### src/include/avl_bus_macros.svh
`ifndef AVL_BUS_MACROS_SVH
`define AVL_BUS_MACROS_SVH

// ~~~~~~~~~~~~~~~~~~~~~~~~~~~~~~~~~~~~~~~~~~~~~~~~~~~~~~~~~~~~~~~~~~~~~~
// Bus geometry
// ~~~~~~~~~~~~~~~~~~~~~~~~~~~~~~~~~~~~~~~~~~~~~~~~~~~~~~~~~~~~~~~~~~~~~~
`define AVL_ADDR_W          16  // Byte address bits
`define AVL_DATA_W          32  // Read and write data bits

// ~~~~~~~~~~~~~~~~~~~~~~~~~~~~~~~~~~~~~~~~~~~~~~~~~~~~~~~~~~~~~~~~~~~~~~
// Arbiter sizing
// ~~~~~~~~~~~~~~~~~~~~~~~~~~~~~~~~~~~~~~~~~~~~~~~~~~~~~~~~~~~~~~~~~~~~~~
`define AVL_MASTER_NUM      4   // Default master count, 2 to 16
`define AVL_BURST_MAX_COUNT 8   // Longest write burst in beats

// Outstanding reads the router can track
`define AVL_OWNER_DEPTH     8

`endif

### src/rtl/avl_bus_pkg.sv
`include "avl_bus_macros.svh"

package avl_bus_pkg;

  // ~~~~~~~~~~~~~~~~~~~~~~~~~~~~~~~~~~~~~~~~~~~~~~~~~~~~~~~~~~~~~~~~~~~~
  // Field widths
  // ~~~~~~~~~~~~~~~~~~~~~~~~~~~~~~~~~~~~~~~~~~~~~~~~~~~~~~~~~~~~~~~~~~~~
  localparam int ADDR_W      = `AVL_ADDR_W;
  localparam int DATA_W      = `AVL_DATA_W;
  localparam int BURST_CNT_W = $clog2(`AVL_BURST_MAX_COUNT) + 1;  // Holds the max itself

  // Command toward the slave
  // All zero is a no-op
  typedef struct packed {
    logic                   read;                  // Single-beat read
    logic                   write;                 // Write beat
    logic                   begin_burst_transfer;  // First beat of a burst
    logic [BURST_CNT_W-1:0] burst_count;           // Valid on the first beat only
    logic [ADDR_W-1:0]      address;
    logic [DATA_W-1:0]      writedata;
  } avl_cmd_t;

  // Read data beat back from the slave
  typedef struct packed {
    logic              readdatavalid;  // One-cycle strobe
    logic [DATA_W-1:0] readdata;
  } avl_rsp_t;

  // ~~~~~~~~~~~~~~~~~~~~~~~~~~~~~~~~~~~~~~~~~~~~~~~~~~~~~~~~~~~~~~~~~~~~
  // Master slot occupancy
  // ~~~~~~~~~~~~~~~~~~~~~~~~~~~~~~~~~~~~~~~~~~~~~~~~~~~~~~~~~~~~~~~~~~~~
  typedef enum logic {
    SLOT_EMPTY = 1'b0,  // Free, may be loaded
    SLOT_FULL  = 1'b1   // Holding a command for the arbiter
  } slot_state_e;

endpackage

### src/rtl/avl_bus_cmd_mux.sv
`include "avl_bus_macros.svh"

module avl_bus_cmd_mux #(
  parameter int MASTER_NUM = `AVL_MASTER_NUM
) (
  input  logic [$clog2(MASTER_NUM)-1:0] sel,
  input  avl_bus_pkg::avl_cmd_t         slot_cmd [MASTER_NUM],
  input  logic                          s_ready,
  output avl_bus_pkg::avl_cmd_t         s_cmd,
  output logic [MASTER_NUM-1:0]         taken,       // One-hot, empties the winner
  output logic                          accept,      // Any beat accepted
  output logic                          owner_push,  // Record a read owner
  output logic [$clog2(MASTER_NUM)-1:0] owner_id
);

  // ~~~~~~~~~~~~~~~~~~~~~~~~~~~~~~~~~~~~~~~~~~~~~~~~~~~~~~~~~~~~~~~~~~~~
  // Grant steering
  // ~~~~~~~~~~~~~~~~~~~~~~~~~~~~~~~~~~~~~~~~~~~~~~~~~~~~~~~~~~~~~~~~~~~~
  assign s_cmd = slot_cmd[sel];  // Empty winner forwards a no-op

  // A beat counts only when it carries a real operation
  assign accept = s_ready && (s_cmd.read || s_cmd.write);
  assign taken  = accept ? (MASTER_NUM'(1) << sel) : '0;

  // Reads need their issuer remembered for the response path
  assign owner_push = accept && s_cmd.read;
  assign owner_id   = sel;

endmodule

### src/rtl/avl_bus_master_port.sv
module avl_bus_master_port (
  input  logic                  clk,
  input  logic                  rest,
  input  logic                  load,      // Strobe from the master
  input  avl_bus_pkg::avl_cmd_t cmd_in,
  input  logic                  taken,     // Slot won and accepted downstream
  output logic                  busy,
  output avl_bus_pkg::avl_cmd_t slot_cmd,  // Zero while empty
  input  avl_bus_pkg::avl_rsp_t rsp_in,    // Routed read beat
  output avl_bus_pkg::avl_rsp_t rsp_out
);

  avl_bus_pkg::slot_state_e state;
  avl_bus_pkg::avl_cmd_t    cmd_q;   // Stored command
  logic                     vld_q;   // Response strobe stage
  logic [avl_bus_pkg::DATA_W-1:0] data_q;

  // ~~~~~~~~~~~~~~~~~~~~~~~~~~~~~~~~~~~~~~~~~~~~~~~~~~~~~~~~~~~~~~~~~~~~
  // Command slot
  // ~~~~~~~~~~~~~~~~~~~~~~~~~~~~~~~~~~~~~~~~~~~~~~~~~~~~~~~~~~~~~~~~~~~~
  always_ff @(posedge clk or negedge rest) begin
    if (!rest) begin
      state <= avl_bus_pkg::SLOT_EMPTY;
    end else if (taken) begin
      state <= avl_bus_pkg::SLOT_EMPTY;  // Leaves on the accept edge
    end else if (load) begin
      state <= avl_bus_pkg::SLOT_FULL;
    end
  end

  always_ff @(posedge clk) begin
    if (load) begin
      cmd_q <= cmd_in;
    end
  end

  assign busy     = (state == avl_bus_pkg::SLOT_FULL);
  assign slot_cmd = busy ? cmd_q : '0;  // Empty slot looks like a no-op

  // One register stage toward the master
  always_ff @(posedge clk or negedge rest) begin
    if (!rest) begin
      vld_q <= 1'b0;
    end else begin
      vld_q <= rsp_in.readdatavalid;
    end
  end

  always_ff @(posedge clk) begin
    if (rsp_in.readdatavalid) begin
      data_q <= rsp_in.readdata;
    end
  end

  always_comb begin
    rsp_out.readdatavalid = vld_q;
    rsp_out.readdata      = data_q;
  end

  // Master must wait for busy to clear before reloading
  a_no_load_busy: assert property (@(posedge clk) disable iff (!rest)
    load |-> !busy)
    else $error("master_port: load while busy");

endmodule

### src/rtl/avl_bus_n21_arb.sv
`include "avl_bus_macros.svh"

module avl_bus_n21_arb #(
  parameter int ARB_METHOD = 0,               // 0 round robin, 1 fixed priority
  parameter int MASTER_NUM = `AVL_MASTER_NUM  // 2 to 16
) (
  input  logic                          clk,
  input  logic                          rest,
  input  logic [MASTER_NUM-1:0]         request,
  input  avl_bus_pkg::avl_cmd_t         avl_out_cmd,            // Command seen by the slave
  input  logic                          avl_out_request_ready,  // Beat accepted this cycle
  output logic [$clog2(MASTER_NUM)-1:0] sel
);

  localparam int SEL_W = $clog2(MASTER_NUM);
  localparam int CNT_W = avl_bus_pkg::BURST_CNT_W;

  logic [CNT_W-1:0]      lock_cnt;     // Burst beats still owed to held_sel
  logic [SEL_W-1:0]      held_sel;     // Grant frozen for the burst
  logic [SEL_W-1:0]      now_sel;      // Fresh arbitration result
  logic [MASTER_NUM-1:0] encoder_in;
  logic [SEL_W-1:0]      encoder_out;
  logic                  accept_beat;  // Valid command taken by the slave
  logic                  burst_start;  // First beat of a multi-beat burst
  logic                  grant_done;   // Grant finished, rotation may advance

  assign accept_beat = avl_out_request_ready && (avl_out_cmd.read || avl_out_cmd.write);
  assign burst_start = accept_beat && (lock_cnt == '0) &&
                       avl_out_cmd.begin_burst_transfer && (avl_out_cmd.burst_count > 1);
  assign grant_done  = accept_beat && ((lock_cnt == CNT_W'(1)) ||
                                       ((lock_cnt == '0) && !burst_start));

  assign sel = (lock_cnt != '0) ? held_sel : now_sel;  // Locked bursts ignore other requests

  // ~~~~~~~~~~~~~~~~~~~~~~~~~~~~~~~~~~~~~~~~~~~~~~~~~~~~~~~~~~~~~~~~~~~~
  // Burst lock
  // ~~~~~~~~~~~~~~~~~~~~~~~~~~~~~~~~~~~~~~~~~~~~~~~~~~~~~~~~~~~~~~~~~~~~
  always_ff @(posedge clk or negedge rest) begin
    if (!rest) begin
      lock_cnt <= '0;
      held_sel <= '0;
    end else if (burst_start) begin
      lock_cnt <= avl_out_cmd.burst_count - 1'b1;  // First beat already gone
      held_sel <= sel;
    end else if (accept_beat && (lock_cnt != '0)) begin
      lock_cnt <= lock_cnt - 1'b1;
    end
  end

  // ~~~~~~~~~~~~~~~~~~~~~~~~~~~~~~~~~~~~~~~~~~~~~~~~~~~~~~~~~~~~~~~~~~~~
  // Request ordering
  // ~~~~~~~~~~~~~~~~~~~~~~~~~~~~~~~~~~~~~~~~~~~~~~~~~~~~~~~~~~~~~~~~~~~~
  if (ARB_METHOD == 0) begin : gen_rr
    logic [SEL_W-1:0]        last_sel;  // Last completed grant
    logic [SEL_W-1:0]        base;      // Search starts here
    logic [2*MASTER_NUM-1:0] req_rot;
    logic [SEL_W:0]          abs_sum;

    // All ones after reset so master 0 is searched first
    always_ff @(posedge clk or negedge rest) begin
      if (!rest) begin
        last_sel <= '1;
      end else if (grant_done) begin
        last_sel <= sel;
      end
    end

    assign base       = (last_sel >= SEL_W'(MASTER_NUM - 1)) ? '0 : last_sel + 1'b1;
    assign req_rot    = {request, request} >> base;  // Rotate so base sits at bit 0
    assign encoder_in = req_rot[MASTER_NUM-1:0];

    // Map the rotated index back to a master number
    assign abs_sum = {1'b0, encoder_out} + {1'b0, base};
    assign now_sel = (abs_sum >= (SEL_W+1)'(MASTER_NUM)) ?
                     SEL_W'(abs_sum - (SEL_W+1)'(MASTER_NUM)) : abs_sum[SEL_W-1:0];
  end else begin : gen_prio
    assign encoder_in = request;  // Lowest index wins outright
    assign now_sel    = encoder_out;
  end

  avl_bus_priority_encoder #(
    .SIGN_WIDTH(MASTER_NUM)
  ) u_encoder (
    .in (encoder_in),
    .out(encoder_out)
  );

  // Locked slot may only feed plain write beats of its burst
  a_lock_write_only: assert property (@(posedge clk) disable iff (!rest)
    ((lock_cnt != '0) && accept_beat) |->
      (avl_out_cmd.write && !avl_out_cmd.read && !avl_out_cmd.begin_burst_transfer))
    else $error("arb: non-continuation beat during burst lock");

endmodule

### src/rtl/avl_bus_n21_top.sv
`include "avl_bus_macros.svh"

module avl_bus_n21_top #(
  parameter int ARB_METHOD = 0,               // 0 round robin, 1 fixed priority
  parameter int MASTER_NUM = `AVL_MASTER_NUM
) (
  input  logic                  clk,
  input  logic                  rest,
  input  logic [MASTER_NUM-1:0] m_load,
  input  avl_bus_pkg::avl_cmd_t m_cmd [MASTER_NUM],
  output logic [MASTER_NUM-1:0] m_busy,
  output avl_bus_pkg::avl_rsp_t m_rsp [MASTER_NUM],
  output avl_bus_pkg::avl_cmd_t s_cmd,
  input  logic                  s_ready,
  input  avl_bus_pkg::avl_rsp_t s_rsp
);

  localparam int SEL_W = $clog2(MASTER_NUM);

  avl_bus_pkg::avl_cmd_t slot_cmd [MASTER_NUM];
  avl_bus_pkg::avl_rsp_t rsp_in   [MASTER_NUM];
  logic [MASTER_NUM-1:0] request;  // Full slots
  logic [MASTER_NUM-1:0] taken;
  logic [SEL_W-1:0]      sel;
  logic [SEL_W-1:0]      owner_id;
  logic                  accept;
  logic                  owner_push;

  assign m_busy = request;  // Full slot both blocks the master and requests

  // ~~~~~~~~~~~~~~~~~~~~~~~~~~~~~~~~~~~~~~~~~~~~~~~~~~~~~~~~~~~~~~~~~~~~
  // Master slots
  // ~~~~~~~~~~~~~~~~~~~~~~~~~~~~~~~~~~~~~~~~~~~~~~~~~~~~~~~~~~~~~~~~~~~~
  for (genvar i = 0; i < MASTER_NUM; i++) begin : gen_port
    avl_bus_master_port u_port (
      .clk     (clk),
      .rest    (rest),
      .load    (m_load[i]),
      .cmd_in  (m_cmd[i]),
      .taken   (taken[i]),
      .busy    (request[i]),
      .slot_cmd(slot_cmd[i]),
      .rsp_in  (rsp_in[i]),
      .rsp_out (m_rsp[i])
    );
  end

  // Accepted beat feeds the lock and rotation state
  avl_bus_n21_arb #(
    .ARB_METHOD(ARB_METHOD),
    .MASTER_NUM(MASTER_NUM)
  ) u_arb (
    .clk                  (clk),
    .rest                 (rest),
    .request              (request),
    .avl_out_cmd          (s_cmd),
    .avl_out_request_ready(accept),
    .sel                  (sel)
  );

  avl_bus_cmd_mux #(
    .MASTER_NUM(MASTER_NUM)
  ) u_mux (
    .sel       (sel),
    .slot_cmd  (slot_cmd),
    .s_ready   (s_ready),
    .s_cmd     (s_cmd),
    .taken     (taken),
    .accept    (accept),
    .owner_push(owner_push),
    .owner_id  (owner_id)
  );

  avl_bus_rsp_router #(
    .MASTER_NUM(MASTER_NUM)
  ) u_router (
    .clk       (clk),
    .rest      (rest),
    .owner_push(owner_push),
    .owner_id  (owner_id),
    .s_rsp     (s_rsp),
    .rsp_out   (rsp_in)
  );

endmodule

### src/rtl/avl_bus_priority_encoder.sv
module avl_bus_priority_encoder #(
  parameter int SIGN_WIDTH = 8  // Request vector width, at least 2
) (
  input  logic [SIGN_WIDTH-1:0]         in,
  output logic [$clog2(SIGN_WIDTH)-1:0] out
);

  localparam int OUT_W = $clog2(SIGN_WIDTH);

  // Scan from the top down so the lowest set bit wins last
  always_comb begin
    out = '0;  // No request gives index zero
    for (int i = SIGN_WIDTH - 1; i >= 0; i--) begin
      if (in[i]) begin
        out = OUT_W'(i);
      end
    end
  end

endmodule

### src/rtl/avl_bus_rsp_router.sv
`include "avl_bus_macros.svh"

module avl_bus_rsp_router #(
  parameter int MASTER_NUM = `AVL_MASTER_NUM
) (
  input  logic                          clk,
  input  logic                          rest,
  input  logic                          owner_push,  // Read accepted downstream
  input  logic [$clog2(MASTER_NUM)-1:0] owner_id,
  input  avl_bus_pkg::avl_rsp_t         s_rsp,
  output avl_bus_pkg::avl_rsp_t         rsp_out [MASTER_NUM]
);

  localparam int DEPTH = `AVL_OWNER_DEPTH;
  localparam int PTR_W = $clog2(DEPTH);
  localparam int ID_W  = $clog2(MASTER_NUM);

  logic [ID_W-1:0]  owner_mem [DEPTH];  // Issuers in command order
  logic [PTR_W-1:0] wr_ptr;
  logic [PTR_W-1:0] rd_ptr;
  logic [PTR_W:0]   count;
  logic             pop;
  logic [ID_W-1:0]  head_id;

  assign pop     = s_rsp.readdatavalid;  // Every returning beat retires one owner
  assign head_id = owner_mem[rd_ptr];

  // ~~~~~~~~~~~~~~~~~~~~~~~~~~~~~~~~~~~~~~~~~~~~~~~~~~~~~~~~~~~~~~~~~~~~
  // Owner FIFO
  // ~~~~~~~~~~~~~~~~~~~~~~~~~~~~~~~~~~~~~~~~~~~~~~~~~~~~~~~~~~~~~~~~~~~~
  always_ff @(posedge clk or negedge rest) begin
    if (!rest) begin
      wr_ptr <= '0;
      rd_ptr <= '0;
      count  <= '0;
    end else begin
      if (owner_push) wr_ptr <= wr_ptr + 1'b1;  // Depth is a power of two
      if (pop)        rd_ptr <= rd_ptr + 1'b1;
      if (owner_push && !pop) begin
        count <= count + 1'b1;
      end else if (pop && !owner_push) begin
        count <= count - 1'b1;
      end
    end
  end

  always_ff @(posedge clk) begin
    if (owner_push) begin
      owner_mem[wr_ptr] <= owner_id;
    end
  end

  // Broadcast data, strobe only the owner
  always_comb begin
    for (int i = 0; i < MASTER_NUM; i++) begin
      rsp_out[i].readdatavalid = pop && (head_id == ID_W'(i));
      rsp_out[i].readdata      = s_rsp.readdata;
    end
  end

  // Slave returned data for a read never issued
  a_no_pop_empty: assert property (@(posedge clk) disable iff (!rest)
    pop |-> (count != '0))
    else $error("rsp_router: response with no owner");

  // Too many reads in flight for the owner FIFO
  a_no_push_full: assert property (@(posedge clk) disable iff (!rest)
    owner_push |-> (count != (PTR_W+1)'(DEPTH)))
    else $error("rsp_router: owner FIFO overflow");

endmodule
### config.mk
export PLATFORM = sky130hd
export DESIGN_NAME = avl_bus_n21_top
export DESIGN_NICKNAME = d
export VERILOG_FILES = /design/src/rtl/avl_bus_pkg.sv /design/src/rtl/avl_bus_cmd_mux.sv /design/src/rtl/avl_bus_master_port.sv /design/src/rtl/avl_bus_n21_arb.sv /design/src/rtl/avl_bus_n21_top.sv /design/src/rtl/avl_bus_priority_encoder.sv /design/src/rtl/avl_bus_rsp_router.sv
export VERILOG_INCLUDE_DIRS = /design/src /design/src/include
export SDC_FILE = /design/constraint.sdc
export NUM_CORES = 1
export LEC_CHECK = 0
export ABC_AREA = 0
export BUFFER_PORTS_ARGS = -buffer_cell sky130_fd_sc_hd__buf_2
export CORE_ASPECT_RATIO = 0.5
export CORE_MARGIN = 3
export CORE_UTILIZATION = 53
export DETAILED_ROUTE_END_ITERATION = 7
export PLACE_DENSITY = 0.78
export SLEW_MARGIN = 15
export SYNTH_ARGS = -nofsm -noshare
export SYNTH_HDL_FRONTEND = slang
export SYNTH_HIERARCHICAL = 1
export SYNTH_SLANG_ARGS = --single-unit
### constraint.sdc
create_clock -name clk -period 5.75 [get_ports clk]
set_input_delay 0.2875 -clock clk [delete_from_list [all_inputs] [get_ports clk]]
set_output_delay 0.2875 -clock clk [all_outputs]
set_load 0.01 [all_outputs]
==> results of run 1 <==
==> per-stage QoR <==
step / total power (uW) / cells / cell area (um^2)
detailed placement: 7600 / 1666 / 18000
global route: 10700 / 1987 / 21700
global placement: 7500 / 1666 / 18000
floorplan: 6440 / 961 / 16500
finish: 10200 / 1987 / 21700
CTS: 10100 / 1980 / 21700
==> cells by family (layout without fill, tap and decap cells) <==
logic type	count (synthesis)	in the layout	synth area share, %
xor gates and xnor gates	8	8	0.426
and+or+nand+nor	267	267	9.89
AOI/OAI and AO/OA	29	29	1.48
adders and majority gates	8	8	0.608
muxes	77	77	9.15
other	0	7	0
DFF	386	386	69.8
buffers and inverters	186	791	8.66
==> flip-flops by register name, indices dropped and copies added (netlist names) <==
name	count
u_arb/held_sel	2
gen_port.u_port/data_q	128
gen_port.u_port/vld_q	4
gen_port.u_port/busy	4
gen_port.u_port/cmd_q	220
u_router/rd_ptr	3
u_arb/gen_rr.last_sel	2
u_router/wr_ptr	3
u_router/owner_mem	16
u_arb/lock_cnt	4
==> power groups by stage <==
| stage | Sequential (uW) | Clock [uW] | Combinational, uW |
|---|---|---|---|
| 2_1_floorplan | 3980 | 0 | 2460 |
| 3_3_place_gp | 3900 | 0 | 3610 |
| 3_5_place_dp | 3920 | 0 | 3670 |
| 4_1_cts | 3870 | 2440 | 3820 |
| 5_1_grt | 3930 | 2590 | 4150 |
| 6_report | 3880 | 2440 | 3910 |
==> area by class of cell <==
type / count / area, um^2 / share of cell area (%)
sequential: 386 / 11500 / 52.9
timing repair buffer: 719 / 4900 / 22.6
multi-input combinational: 389 / 3580 / 16.5
clock buffer: 40 / 916 / 4.22
tap: 414 / 518 / 2.39
clock inverter: 22 / 264 / 1.22
inverter: 10 / 37.5 / 0.173
antenna: 7 / 17.5 / 0.0807
==> cell usage in the layout, fill, tap and decap left out, types with 12 or more instances in the layout <==
cell / instances
and2_1: 221
buf_2: 450
buf_4: 17
clkbuf_16: 36
dfrtp_1: 20
dlygate4sd3_1: 252
edfxtp_1: 364
mux2i_1: 12
mux4_2: 57
nor2_1: 13
==> critical path: cells and delay by family, from the launching register on <==
family	cells	cell delay [ps]
mux	4	1200
xor+xnor	2	330
fa+ha+maj	2	380
compound gates	4	1720
flops	1	380
simple gates	3	720
==> worst paths after layout <==
kind | start | endpoint | depth (start not counted)
setup / recovery | u_arb/gen_rr.last_sel[0] | u_arb/gen_rr.last_sel[1] | 15
hold / removal | s_rsp[29] | gen_port[3].u_port/data_q[29] | 1
setup reg to reg | u_arb/gen_rr.last_sel[0] | u_arb/gen_rr.last_sel[1] | 15
hold reg to reg | u_arb/held_sel[0] | u_arb/held_sel[0] | 1
max in group asynchronous | rest | gen_port[2].u_port/busy | 2
min in group asynchronous | rest | u_router/rd_ptr[0] | 2
==> per-layer routing <==
metal	track usage [%]	up-vias	part of all wire, %
li1	-	4543	-
met1	29.6	5192	34
met2	51.1	657	54
met3	5.34	206	6.3
met4	15.1	0	5.8
met5	0	-	0
==> what timing repair did <==
action / in CTS / in global routing
hold endpoints to repair: 358 / 0
hold buffers: 252 / 0
buffers inserted: 0 / 0
resized for setup: 0 / 0
==> run metrics, run 1 <==
RSZ-0062 raised after global routing false; Worst IR Drop VDD 0.285 mV; ys async rst share 5.70%; I/O pin count 451; Synth area leaders edfxtp_1, and2_1, mux4_2; area leader, netlist edfxtp_1; Post-Syn Area per Cell 17.1 um^2; Die W 255 um; fin. max-slew vios 0; setup TNS 0 ps; Vias/cell 5.33; Site Rows 44; vias in the first global route 11400; switching part of the total 33.9%; final hold viol count 0; Crit path required time 6200 ps; nets 1809; Max Cap Violations 0; cells after synthesis 961; Leakage 0.00858 uW; root buffer cell clkbuf_16; Slowest cell on crit path o21ai_1; Slowest Stage Delay on Critical Path 800 ps; fill count 1767; Synth Flop Type edfxtp_1; internal power 6770 uW; setup violators final 0; Sw Pwr 3470 uW; sequential fraction of the synthesis area 69.8%; Power Dens Cells 471 mW/mm^2; top cell type's share of synthesized area 66.4%; clock sinks 386; combinational share of power 38.2%; initial antenna violation count 7; total grt overflow 0; clock group share of total power 23.9%; class of the worst hold path in -> reg; min Tclk post-route 4800 ps; synthesized flop and latch total 386; post-synth cell types 47; WS Path Type reg -> reg; Post-Syn Area 0.0165 mm^2; count leader, synth edfxtp_1; Slew headroom 33.9%; GPL Wtd Cong 0.891; crit-path max FO 18; Num CTS Buffers 35; DRT Pass-1 Iters 8; Vias 10600; Final Core Density 72.9%; H-tree levels 2; detailed placement HPWL 26100 um; Worst R2R Setup Slack 950 ps; Synth warnings 6; Reg power frac 37.9%; skew final 22.2 ps; first-pass GRT wire length 67500 um; IO Port Bufs 450; share of cells above drive strength 1 38.3%; Fin Hold WS 27.3 ps; CTS max path bufs 3; post-DR wirelength/cell 23.4 um; number of antenna-violating nets in the routed design 0; Max Fclk 208 MHz; Final WS setup 946 ps; Die ar. 0.0333 mm^2; clk_lat worst skew 530 ps; GRT Total Usage 27.3%; core area 0.0298 mm^2; data arrival time of the worst path 5250 ps; actual slew at the worst max-slew pin 986 ps; critical path cell sequence ha_1 > nor2_1 > mux2i_1 > mux2i_1 > nand2b_1 > a21oi_2 > ha_1 > xor2_1 > xnor2_1 > o21ai_4 > mux4_2 > o21ai_1 > nor3_1 > a22o_4 > mux2_4; EDFF count, synth 364; Initial Util 55.2%; pin count of the biggest net entering global routing 57; crit path launch type flip-flop; Area growth, synth to finish 32.0%; DR DRC count 0; synth cell count leaders edfxtp_1, and2_1, buf_4; chip height 131 um; CP endpoint kind flip-flop; outcome complete, no violations; period utilization 83.5%; syn nets 1229; Iter 0 DRT Violations 838; pre-CTS setup slack 976 ps; final wirelength 46400 um; Clock transition at path regs 60 ps; CTS tree yes
Power figures use the tool's default switching activity.
==> run 2: changes to the inputs <==
--- a/config.mk
+++ b/config.mk
@@ -10,9 +10,9 @@
 export BUFFER_PORTS_ARGS = -buffer_cell sky130_fd_sc_hd__buf_2
 export CORE_ASPECT_RATIO = 0.5
 export CORE_MARGIN = 3
-export CORE_UTILIZATION = 53
+export CORE_UTILIZATION = 48
 export DETAILED_ROUTE_END_ITERATION = 7
-export PLACE_DENSITY = 0.78
+export PLACE_DENSITY = 0.74
 export SLEW_MARGIN = 15
 export SYNTH_ARGS = -nofsm -noshare
 export SYNTH_HDL_FRONTEND = slang
==> constraint.sdc (replaced) <==
create_clock -name clk -period 4.2 [get_ports clk]
set_input_delay 0.21 -clock clk [delete_from_list [all_inputs] [get_ports clk]]
set_output_delay 0.21 -clock clk [all_outputs]
set_load 0.01 [all_outputs]
==> run 2 against run 1 <==
Setup slack lost 730 ps; non-clock buffer count is 6 higher; utilization shrank 7.6 points; wire length shrank 5.7%; sequential cell count unchanged; clock skew down 12 ps; critical path type is now reg -> out.
==> run metrics, run 2 (synthesis results as in run 1) <==
Top reg by flops gen_port.u_port/cmd_q; GRT Total Usage 23.1%; Worst R2R Setup Slack 240 ps; max reg flops 220; GPL Wtd Cong 0.830; min Tclk post-route 3980 ps; pin count of the biggest net entering global routing 58; CP endpoint s_cmd[52]; data arrival time of the worst path 3770 ps; Num CTS Buffers 36; most frequent cells in the layout buf_2, edfxtp_1, dlygate4sd3_1; CTS max path bufs 3; crit path launch type flip-flop; Max Fclk 251 MHz; clock sinks 386; nets 1816; Crit path required time 3990 ps; core area 0.0334 mm^2; first-pass GRT wire length 63500 um; commonest non-fill, non-tap cell in the layout buf_2; CTS tree yes; skew final 10.5 ps; Crit path max-delay family multiplexers; WS Path Type reg -> out; I/O pin count 451; crit-path max FO 23; number of antenna-violating nets in the routed design 0; setup TNS 0 ps; Slowest Stage Delay on Critical Path 430 ps; cell count along the critical path 14; CP startpoint u_arb/gen_rr.last_sel[0]; Worst IR Drop VDD 0.312 mV; DRT Pass-1 Iters 5; setup violators final 0; final hold viol count 0; vias in the first global route 11100; period utilization 94.8%; Leakage 0.00861 uW; Max Cap Violations 0; Power Dens Cells 640 mW/mm^2; total grt overflow 0; share of cells above drive strength 1 38.3%; actual slew at the worst max-slew pin 1110 ps; Vias/cell 5.12; Inst Count DP 1695; final wirelength 43700 um; Slowest cell on crit path mux4_2; critical path cell sequence ha_1 > nor2_4 > mux2i_1 > mux2i_1 > nand2b_1 > a21oi_2 > ha_1 > xor2_1 > xnor2_1 > o21ai_4 > buf_12 > buf_6 > mux4_2 > buf_2; WP buf/inv 3; outcome complete, no violations; Post-Layout Cell Count 2021; Area growth, synth to finish 32.6%; Worst R2R Start u_arb/gen_rr.last_sel[0]; chip height 137 um; depth of the most critical reg-to-reg path 18; root buffer cell clkbuf_16; detailed placement HPWL 26400 um; clk_lat worst skew 530 ps; Initial Util 49.3%; Clock transition at path regs 70 ps; RR Endpoint u_arb/gen_rr.last_sel[1]; H-tree levels 2; Slew headroom 26.1%; Die ar. 0.0367 mm^2; CP endpoint kind output port; Regs by FF count gen_port.u_port/cmd_q x220, gen_port.u_port/data_q x128, u_router/owner_mem x16; post-DR wirelength/cell 21.6 um; initial antenna violation count 6; IO Port Bufs 450; DR DRC count 0; Vias 10400; Iter 0 DRT Violations 608; Die W 268 um; class of the worst hold path in -> reg; Site Rows 47; fin. max-slew vios 0
-- run 2: worst min path at each step --
stage             from                       to  slack [ps]  cells past startpoint
2_1_floorplan     rest  gen_port[0].u_port/busy         -90                      0
3_3_place_gp      rest       u_router/rd_ptr[0]         220                      1
3_5_place_dp      rest       u_router/rd_ptr[0]         230                      1
4_1_cts        s_ready  gen_port[2].u_port/busy         140                      3
5_1_grt        s_ready  gen_port[2].u_port/busy         160                      3
6_report       s_ready  gen_port[2].u_port/busy         170                      3
-- run 2: layout make-up --
class                   instances  area, um^2
well taps                     441         552
repair buffers                725        4990
clock buffers                  47         993
inverters                      10        37.5
fillers                      2294       11600
diodes                          7        17.5
multi-input cells             389        3600
clock inverters                16         138
flip-flops and latches        386       11500
-- run 2: repair_timing --
item / in CTS / in global routing
hold buffers: 254 / 0
endpoints found under the setup margin: 5 / 53
endpoints found under the hold margin: 369 / 0
gates resized for setup: 1 / 7
pin swaps: 0 / 1
setup buffers: 0 / 2
-- run 2: power breakdown --
part | internal, uW | switching [uW]
clock | 1800 | 1420
combinational | 2460 | 3040
sequential | 5000 | 252
total | 9260 | 4710
-- run 2: metrics by stage --
step	setup slack (ps)	util [%]	hold slack (ps)	total power (uW)	area (um^2)
final	217	65.3	172	14000	21800
after global routing	-20.9	65.3	158	14600	21800
after CTS	0.338	65.1	139	13900	21700
after detailed placement	192	54.1	225	10500	18100
after global placement	315	54.1	217	10300	18100
after floorplan	62.0	-	-85.6	8840	16500
-- run 2: layer usage --
layer,up-vias,share of wire (%),track usage [%]
li1,4553,-,-
met1,5216,36,26.6
met2,445,54,42.2
met3,140,5.3,3.95
met4,0,4.7,11.7
met5,-,0,0
-- run 2: worst min-delay path: stages --
cell and delay (ps):
buf_2 130, o2111a_1 170, o21ba_2 150
